<file path="src/hw/netfifo_pkg.sv">
`default_nettype none

// Widths and state encodings shared by the packet FIFO blocks
package netfifo_pkg;

	//////////////////////////////////////////////////////////////////////
	// Default sizes
	//////////////////////////////////////////////////////////////////////

	// Stream data word width in bits
	localparam int DEFAULT_BW = 8;

	// Log2 of FIFO depth in words
	localparam int DEFAULT_LGFLEN = 4;

	//////////////////////////////////////////////////////////////////////
	// State encodings
	//////////////////////////////////////////////////////////////////////

	// Write side packet position
	typedef enum logic {
		WR_IDLE,	// Between packets
		WR_MID		// Unfinished packet being accepted
	} wr_state_t;

	// Read side packet position
	typedef enum logic [1:0] {
		// At a packet boundary
		RD_IDLE,
		// Words of a packet presented or taken
		RD_MID,
		// Output abort held until accepted
		RD_ABORT
	} rd_state_t;

endpackage

`default_nettype wire

</file>
<file path="src/hw/fifo_ptr_if.sv">
`timescale 1ns/10ps
`default_nettype none

// Pointer and end-of-packet status between the two FIFO controllers
interface fifo_ptr_if #(
	parameter int LGFLEN = netfifo_pkg::DEFAULT_LGFLEN
);

	// Write pointer, one extra bit for wrap
	logic [LGFLEN:0] wr_ptr;
	// Read pointer, same width
	logic [LGFLEN:0] rd_ptr;
	// Slot of the most recent last word
	logic [LGFLEN:0] eop_ptr;
	// A complete packet is still buffered
	logic eop_valid;
	// Output word accepted this cycle
	logic rd_take;

	// Write control owns wr_ptr and the EOP marker
	modport writer (
		output wr_ptr, eop_ptr, eop_valid,
		input rd_ptr, rd_take
	);

	// Read control only needs the write pointer for empty
	modport reader (
		input wr_ptr,
		output rd_ptr, rd_take
	);

endinterface

`default_nettype wire

</file>
<file path="src/hw/mem_wr_if.sv">
`timescale 1ns/10ps
`default_nettype none

// Buffer memory write port
interface mem_wr_if #(
	parameter int BW = netfifo_pkg::DEFAULT_BW,
	parameter int LGFLEN = netfifo_pkg::DEFAULT_LGFLEN
);

	// Write strobe, low during abort
	logic wr_en;
	// Memory slot, pointer without wrap bit
	logic [LGFLEN-1:0] wr_idx;
	// Payload and end-of-packet flag
	logic [BW-1:0] wr_data;
	logic wr_last;

	modport writer (output wr_en, wr_idx, wr_data, wr_last);

	modport memory (input wr_en, wr_idx, wr_data, wr_last);

endinterface

`default_nettype wire

</file>
<file path="src/hw/netfifo.sv">
`timescale 1ns/10ps
`default_nettype none

module netfifo #(
	parameter int BW = netfifo_pkg::DEFAULT_BW,
	parameter int LGFLEN = netfifo_pkg::DEFAULT_LGFLEN
) (
	input logic S_AXI_ACLK,
	input logic S_AXI_ARESETN,
	// Input stream
	input logic s_axin_valid,
	output logic s_axin_ready,
	input logic [BW-1:0] s_axin_data,
	input logic s_axin_last,
	input logic s_axin_abort,
	// Output stream
	output logic m_axin_valid,
	input logic m_axin_ready,
	output logic [BW-1:0] m_axin_data,
	output logic m_axin_last,
	output logic m_axin_abort
);

	// Write side abort the reader must forward
	logic abort_req;

	//////////////////////////////////////////////////////////////////////
	// Internal buses
	//////////////////////////////////////////////////////////////////////

	fifo_ptr_if #(.LGFLEN(LGFLEN)) ptr_bus ();

	mem_wr_if #(.BW(BW), .LGFLEN(LGFLEN)) mem_bus ();

	//////////////////////////////////////////////////////////////////////
	// Controllers and storage
	//////////////////////////////////////////////////////////////////////

	// Accepts words, tracks packet ends, rewinds on abort
	pkt_write_ctrl #(
		.BW(BW),
		.LGFLEN(LGFLEN)
	) u_write (
		.S_AXI_ACLK(S_AXI_ACLK),
		.S_AXI_ARESETN(S_AXI_ARESETN),
		.s_axin_valid(s_axin_valid),
		.s_axin_data(s_axin_data),
		.s_axin_last(s_axin_last),
		.s_axin_abort(s_axin_abort),
		.m_axin_valid(m_axin_valid),
		.s_axin_ready(s_axin_ready),
		.abort_req(abort_req),
		.ptr(ptr_bus.writer),
		.mem(mem_bus.writer)
	);

	// Presents the head word and the output abort
	pkt_read_ctrl #(
		.LGFLEN(LGFLEN)
	) u_read (
		.S_AXI_ACLK(S_AXI_ACLK),
		.S_AXI_ARESETN(S_AXI_ARESETN),
		.m_axin_ready(m_axin_ready),
		.s_axin_abort(s_axin_abort),
		.abort_req(abort_req),
		.rd_last(m_axin_last),
		.m_axin_valid(m_axin_valid),
		.m_axin_abort(m_axin_abort),
		.ptr(ptr_bus.reader)
	);

	// Head slot addressed by the read pointer
	pkt_buffer_mem #(
		.BW(BW),
		.LGFLEN(LGFLEN)
	) u_mem (
		.S_AXI_ACLK(S_AXI_ACLK),
		.wr(mem_bus.memory),
		.rd_idx(ptr_bus.rd_ptr[LGFLEN-1:0]),
		.rd_data(m_axin_data),
		.rd_last(m_axin_last)
	);

endmodule

`default_nettype wire

</file>
<file path="src/hw/pkt_buffer_mem.sv">
`timescale 1ns/10ps
`default_nettype none

module pkt_buffer_mem #(
	parameter int BW = netfifo_pkg::DEFAULT_BW,
	parameter int LGFLEN = netfifo_pkg::DEFAULT_LGFLEN
) (
	input logic S_AXI_ACLK,
	mem_wr_if.memory wr,
	// Head slot, read pointer without wrap bit
	input logic [LGFLEN-1:0] rd_idx,
	output logic [BW-1:0] rd_data,
	output logic rd_last
);

	localparam int DEPTH = 1 << LGFLEN;

	// Last flag on top of the data word
	logic [BW:0] words [0:DEPTH-1];

	//////////////////////////////////////////////////////////////////////
	// Write port
	//////////////////////////////////////////////////////////////////////

	always_ff @(posedge S_AXI_ACLK)
	begin
		if (wr.wr_en)
			words[wr.wr_idx] <= {wr.wr_last, wr.wr_data};
	end

	// Head word straight out, no read register
	assign {rd_last, rd_data} = words[rd_idx];

endmodule

`default_nettype wire

</file>
<file path="src/hw/pkt_read_ctrl.sv">
`timescale 1ns/10ps
`default_nettype none

module pkt_read_ctrl #(
	parameter int LGFLEN = netfifo_pkg::DEFAULT_LGFLEN
) (
	input logic S_AXI_ACLK,
	input logic S_AXI_ARESETN,
	// Sink accepts the head word
	input logic m_axin_ready,
	// Raw input abort
	input logic s_axin_abort,
	// Abort of a packet the reader may have started
	input logic abort_req,
	// Last flag of the head word
	input logic rd_last,
	output logic m_axin_valid,
	output logic m_axin_abort,
	fifo_ptr_if.reader ptr
);
	import netfifo_pkg::*;

	logic [LGFLEN:0] rd_ptr;
	rd_state_t rd_state;
	logic rd_take;

	// Head word visible whenever the pointers differ
	assign m_axin_valid = (ptr.wr_ptr != rd_ptr);
	assign rd_take = m_axin_valid && m_axin_ready;
	assign m_axin_abort = (rd_state == RD_ABORT);

	assign ptr.rd_ptr = rd_ptr;
	assign ptr.rd_take = rd_take;

	// Read pointer
	always_ff @(posedge S_AXI_ACLK)
	begin
		if (!S_AXI_ARESETN)
			rd_ptr <= '0;
		else if (rd_take)
			rd_ptr <= rd_ptr + 1'b1;
	end

	//////////////////////////////////////////////////////////////////////
	// Output packet FSM
	//////////////////////////////////////////////////////////////////////

	always_ff @(posedge S_AXI_ACLK)
	begin
		if (!S_AXI_ARESETN)
			rd_state <= RD_IDLE;
		else
		begin
			case (rd_state)
			RD_ABORT:
				// Taken by the sink, or nothing left to show
				if (!m_axin_valid || m_axin_ready)
					rd_state <= RD_IDLE;
			default:
				// Sink saw part of a dropped packet
				if (abort_req && (m_axin_valid || (rd_state == RD_MID)))
					rd_state <= RD_ABORT;
				// Stalled or non-last word means inside a packet
				else if (m_axin_valid)
					rd_state <= (!m_axin_ready || !rd_last) ? RD_MID : RD_IDLE;
			endcase
		end
	end

	// Stalled head word stays visible and unchanged, even across a rewind
	stalled_word_held: assert property (@(posedge S_AXI_ACLK) disable iff (!S_AXI_ARESETN)
		(m_axin_valid && !m_axin_ready) |=> (m_axin_valid && $stable(rd_last)));

	// Output abort is always caused by an input abort one edge back
	abort_from_input: assert property (@(posedge S_AXI_ACLK)
		disable iff (!S_AXI_ARESETN)
		$rose(m_axin_abort) |-> $past(s_axin_abort));

endmodule

`default_nettype wire

</file>
<file path="src/hw/pkt_write_ctrl.sv">
`timescale 1ns/10ps
`default_nettype none

module pkt_write_ctrl #(
	parameter int BW = netfifo_pkg::DEFAULT_BW,
	parameter int LGFLEN = netfifo_pkg::DEFAULT_LGFLEN
) (
	input logic S_AXI_ACLK,
	input logic S_AXI_ARESETN,
	// Input stream from the source
	input logic s_axin_valid,
	input logic [BW-1:0] s_axin_data,
	input logic s_axin_last,
	input logic s_axin_abort,
	// Output side currently shows a word
	input logic m_axin_valid,
	output logic s_axin_ready,
	// Abort the reader has to pass on
	output logic abort_req,
	fifo_ptr_if.writer ptr,
	mem_wr_if.writer mem
);
	import netfifo_pkg::*;

	// Fill value at which the memory is full
	localparam logic [LGFLEN:0] FULL_FILL = (LGFLEN+1)'(1 << LGFLEN);

	logic [LGFLEN:0] wr_ptr;
	logic [LGFLEN:0] eop_ptr;
	logic eop_valid;
	wr_state_t wr_state;
	logic [LGFLEN:0] fill;
	logic full;
	logic w_wr;
	logic s_abort;

	//////////////////////////////////////////////////////////////////////
	// Flow control
	//////////////////////////////////////////////////////////////////////

	// Words held, wrap bit makes this exact
	assign fill = wr_ptr - ptr.rd_ptr;
	assign full = fill[LGFLEN];
	// Abort is always taken
	assign s_axin_ready = s_axin_abort || !full;
	// Accepted word, never on an abort cycle
	assign w_wr = s_axin_valid && s_axin_ready && !s_axin_abort;
	// Only an abort inside a packet counts
	assign s_abort = s_axin_abort && (wr_state == WR_MID);
	// Nothing complete to fall back on
	assign abort_req = s_abort && !eop_valid;

	// Packet position on the input
	always_ff @(posedge S_AXI_ACLK)
	begin
		if (!S_AXI_ARESETN)
			wr_state <= WR_IDLE;
		else if (s_axin_abort)
			wr_state <= WR_IDLE;
		else if (w_wr)
			wr_state <= s_axin_last ? WR_IDLE : WR_MID;
	end

	//////////////////////////////////////////////////////////////////////
	// End of packet marker
	//////////////////////////////////////////////////////////////////////

	// Written word shows up one edge later, so a fresh last word
	// is always still buffered when the marker is set
	always_ff @(posedge S_AXI_ACLK)
	begin
		if (!S_AXI_ARESETN)
		begin
			eop_ptr <= '0;
			eop_valid <= 1'b0;
		end
		else if (w_wr && s_axin_last)
		begin
			eop_ptr <= wr_ptr;
			eop_valid <= 1'b1;
		end
		else if (ptr.rd_take && (ptr.rd_ptr == eop_ptr))
			eop_valid <= 1'b0;
	end

	// Write pointer with abort rewind
	always_ff @(posedge S_AXI_ACLK)
	begin
		if (!S_AXI_ARESETN)
			wr_ptr <= '0;
		else if (s_abort)
		begin
			// Back to just past the last complete packet
			if (eop_valid)
				wr_ptr <= eop_ptr + 1'b1;
			// Head word stays for the output abort
			else if (m_axin_valid)
				wr_ptr <= ptr.rd_ptr + 1'b1;
		end
		else if (w_wr)
			wr_ptr <= wr_ptr + 1'b1;
	end

	assign ptr.wr_ptr = wr_ptr;
	assign ptr.eop_ptr = eop_ptr;
	assign ptr.eop_valid = eop_valid;

	// Memory port
	assign mem.wr_en = w_wr;
	assign mem.wr_idx = wr_ptr[LGFLEN-1:0];
	assign mem.wr_data = s_axin_data;
	assign mem.wr_last = s_axin_last;

	// Reader and writer together never overrun the depth
	fill_in_range: assert property (@(posedge S_AXI_ACLK) disable iff (!S_AXI_ARESETN)
		fill <= FULL_FILL);

	// Abort between packets leaves the buffer alone
	idle_abort_no_move: assert property (@(posedge S_AXI_ACLK)
		disable iff (!S_AXI_ARESETN)
		(s_axin_abort && (wr_state == WR_IDLE)) |=> $stable(wr_ptr));

endmodule

`default_nettype wire

</file>
<file path="config.mk">
export PLATFORM = sky130hd
export DESIGN_NAME = netfifo
export DESIGN_NICKNAME = d
export VERILOG_FILES = /design/src/hw/netfifo_pkg.sv /design/src/hw/fifo_ptr_if.sv /design/src/hw/mem_wr_if.sv /design/src/hw/netfifo.sv /design/src/hw/pkt_buffer_mem.sv /design/src/hw/pkt_read_ctrl.sv /design/src/hw/pkt_write_ctrl.sv
export SDC_FILE = /design/constraint.sdc
export NUM_CORES = 1
export LEC_CHECK = 0
export ABC_AREA = 1
export ABC_CLOCK_PERIOD_IN_PS = 2100
export BUFFER_PORTS_ARGS = -buffer_cell sky130_fd_sc_hd__buf_2
export CAP_MARGIN = 10
export CORE_ASPECT_RATIO = 1.5
export CORE_MARGIN = 1.5
export CORE_UTILIZATION = 50
export DETAILED_ROUTE_END_ITERATION = 8
export PLACE_DENSITY = 0.71
export SETUP_SLACK_MARGIN = 0.05
export SLEW_MARGIN = 30
export SYNTH_ARGS = -nofsm -noshare
export SYNTH_HDL_FRONTEND = slang
export SYNTH_SLANG_ARGS = --single-unit
</file>
<file path="constraint.sdc">
create_clock -name S_AXI_ACLK -period 2.1 [get_ports S_AXI_ACLK]
set_input_delay 0.315 -clock S_AXI_ACLK [delete_from_list [all_inputs] [get_ports S_AXI_ACLK]]
set_output_delay 0.315 -clock S_AXI_ACLK [all_outputs]
set_load 0.02 [all_outputs]
</file>
==> metrics.txt <==
CP Capture Type primary output; vias 5453; Final Setup Violations 9; core box area 13900 µm²; max-cap viol count 0; Seq/Total Area, Yosys 67.4%; Die Area 14900 µm²; Worst Max-Slew Pin Slew 492 ps; worst setup margin -339 ps; NetSw 4430 µW; status complete, but fails checks; R2R Setup Slk 130 ps; initial antenna violation count 0; Nets 713; port buffer count 25; vias in the first global route 5122; power per cell area 1360 nW/µm²; first-pass GRT wire length 29100 µm; Worst path max stage delay 500 ps; Tmin final 2440 ps; Final Skew 10.9 ps; drt drc 0; CTS Root Buffer Type clkbuf_16; Final ANT Viol Nets 0; Worst Path Max Fanout 16; H-tree Lvls 4; most common flop cell mapped by yosys edfxtp_1; P_int 7720 µW; area share of the leading cell type in the synthesized netlist 60.9%; Vias per Instance 6.29; Pleak 0.00325 µW; chip height 149 µm; Netlist cell types 35; Congestion Overflow GR 0; DRT Pass-1 Iters 6; Final period util 116%; Final Max Slew Viols 0; fin area 8940 µm²; largest net degree at the start of global routing 37; Skew-Pair Late Insertion Delay 430 ps; CP cell instances inv_12 -> clkbuf_16 -> o21ai_1 -> o22ai_1 -> o211ai_1 -> nand2_1 -> buf_6; Post-DP Area 7610 µm²; cts bufs inserted 17; clock buffer depth 2; Mapped Area 7100 µm²; clk sinks 167; Area growth syn-to-layout 25.9%; CP max stage cell dfxtp_4; initial core utilization 51.0%; WL/cell 24.1 µm; Die W 100 µm; CP bufs+invs 3; Synth Warn # 0; ANT cells 0; DPL Wire Length 12000 µm; Mapped Nets 641; Post-synth EDFFs 144; Post-Route WL 20900 µm; starting DRC count in detailed routing 790; CTS tree built; Gate power share 40.2%; Rows 53; Clock Power Share 26.8%; VDD IR max 0.000925 V; ys async rst share 0%; pre-CTS setup slack 36.7 ps; top-level I/O count 26; gp weighted congestion 1.03; Setup crit start kind flop; post-layout util 64.2%; area leader, netlist edfxtp_1; final hold vios 0; Max-slew headroom 67.2%; clock-pin slew of the registers on the worst-case setup and hold paths 70 ps; share of layout cells above drive strength 1 28.3%; Worst EP required 1780 ps; Fmax 410 MHz; FF+latch count, synth 167; Switching Share 36.4%; Post-synth top cells edfxtp_1, nor2_1, o21ai_0; post-synthesis average cell area 11.5 µm²; Gate Count Post-Synth 617; type of the most critical hold path primary input to flop; Top Family by Delay on Critical Path compound AO/OA/AOI/OAI gates; failing checks setup timing; most frequent cell after synthesis edfxtp_1; Reg power frac 33.0%; final hold slack 173 ps; Worst Path Arrival 2120 ps; Tot GR Track Use 26.9%; top post-synthesis cells by area edfxtp_1, dfxtp_1, nor2_1, o21ai_0, nand2_1; WS Path Type flop to primary output; RSZ-0062 raised after global routing yes
tightest hold or removal path, stage by stage:
cell and delay, ps:
buf_2 90, nand2_1 50, nand2_1 50, a21oi_1 50
registers in the layout, indices dropped and copies added (netlist names), named ones only:
register and cells:
u_write.ptr.eop_ptr 5, u_mem.words 144, u_write.ptr.wr_ptr 5, u_write.wr_state 1, u_read.ptr.rd_ptr 5, u_read.rd_state 2, u_write.ptr.eop_valid 1
repair_timing:
item / 4_1_cts / 5_1_grt
gates cloned: 3 / 9
setup endpoints to repair: 141 / 104
pin swaps: 18 / 36
setup buffers: 6 / 3
hold buffers: 0 / 0
gates resized for setup: 54 / 78
cell families (layout without fill, tap and decap cells):
logic type,count (synthesis),after routing,synth area share [%]
xor gates and xnor gates,12,12,1.48
adders and majority gates,10,10,1.76
DFF,167,167,67.4
and+or+nand+nor,216,216,13.2
AOI/OAI and AO/OA,141,141,11.9
buffers and inverters,71,156,4.21
routing by layer:
layer | wire (µm) | vias up | global-route usage (%) | share of wire [%]
met3 | 1750 | 96 | 4.73 | 8.4
met5 | 0 | - | 0 | 0
met1 | 7120 | 2616 | 31.7 | 34
met2 | 10800 | 378 | 46.3 | 52
met4 | 1230 | 0 | 14.9 | 5.9
li1 | - | 2363 | - | -
cell type report:
cell class	instances	area (µm²)
Fill cell	983	4990
Sequential cell	167	4800
Multi-Input combinational cell	379	2300
Timing Repair Buffer	81	836
Clock buffer	19	433
Tap cell	165	206
Clock inverter	13	180
Inverter	42	170
Timing Repair inverter	1	8.76
layout by cell type, fill, tap and decap left out, types with 14 or more instances in the layout:
cell       netlist  final
o21ai_1          1     25
clkbuf_16        0     22
a21oi_1         16     15
dfxtp_1         23     15
buf_2           11     15
nand3_1         33     23
nand2_1         68     56
buf_4            2     39
o21ai_0         76     45
nor2_1         102     95
edfxtp_1       144    144
inv_1           32     27
buf_6            1     14
path summary, 6_finish.rpt:
kind / startpoint / depth (start not counted) / to
max: flop / 7 / m_axin_data[6]
max reg2reg: u_read.ptr.rd_ptr[3]$_SDFFE_PN0P_ / 10 / u_mem.words[0][6]$_DFFE_PP_
min: m_axin_ready / 4 / u_read.rd_state[0]$_SDFFE_PN0P_
min reg2reg: u_read.rd_state[1]$_SDFFE_PN0P_ / 2 / u_read.rd_state[1]$_SDFFE_PN0P_
power by group through the flow:
stage               sequential [µW]  clock, µW  combinational (µW)
finish                         4020       3260                4880
global route                   4030       3400                5150
CTS                            3980       3260                3990
detailed placement             4020          0                3380
global placement               4010          0                3340
floorplan                      3970          0                2290
per-stage QoR:
| stage | power (µW) | cells | TNS (ps) |
|---|---|---|---|
| 2_1_floorplan | 6270 | 617 | -6030 |
| 3_3_place_gp | 7340 | 814 | 0 |
| 3_5_place_dp | 7400 | 814 | 0 |
| 4_1_cts | 11200 | 855 | -1180 |
| 5_1_grt | 12600 | 867 | -2120 |
| 6_report | 12200 | 867 | -1710 |
No activity file was read; power rests on OpenSTA's default activity.
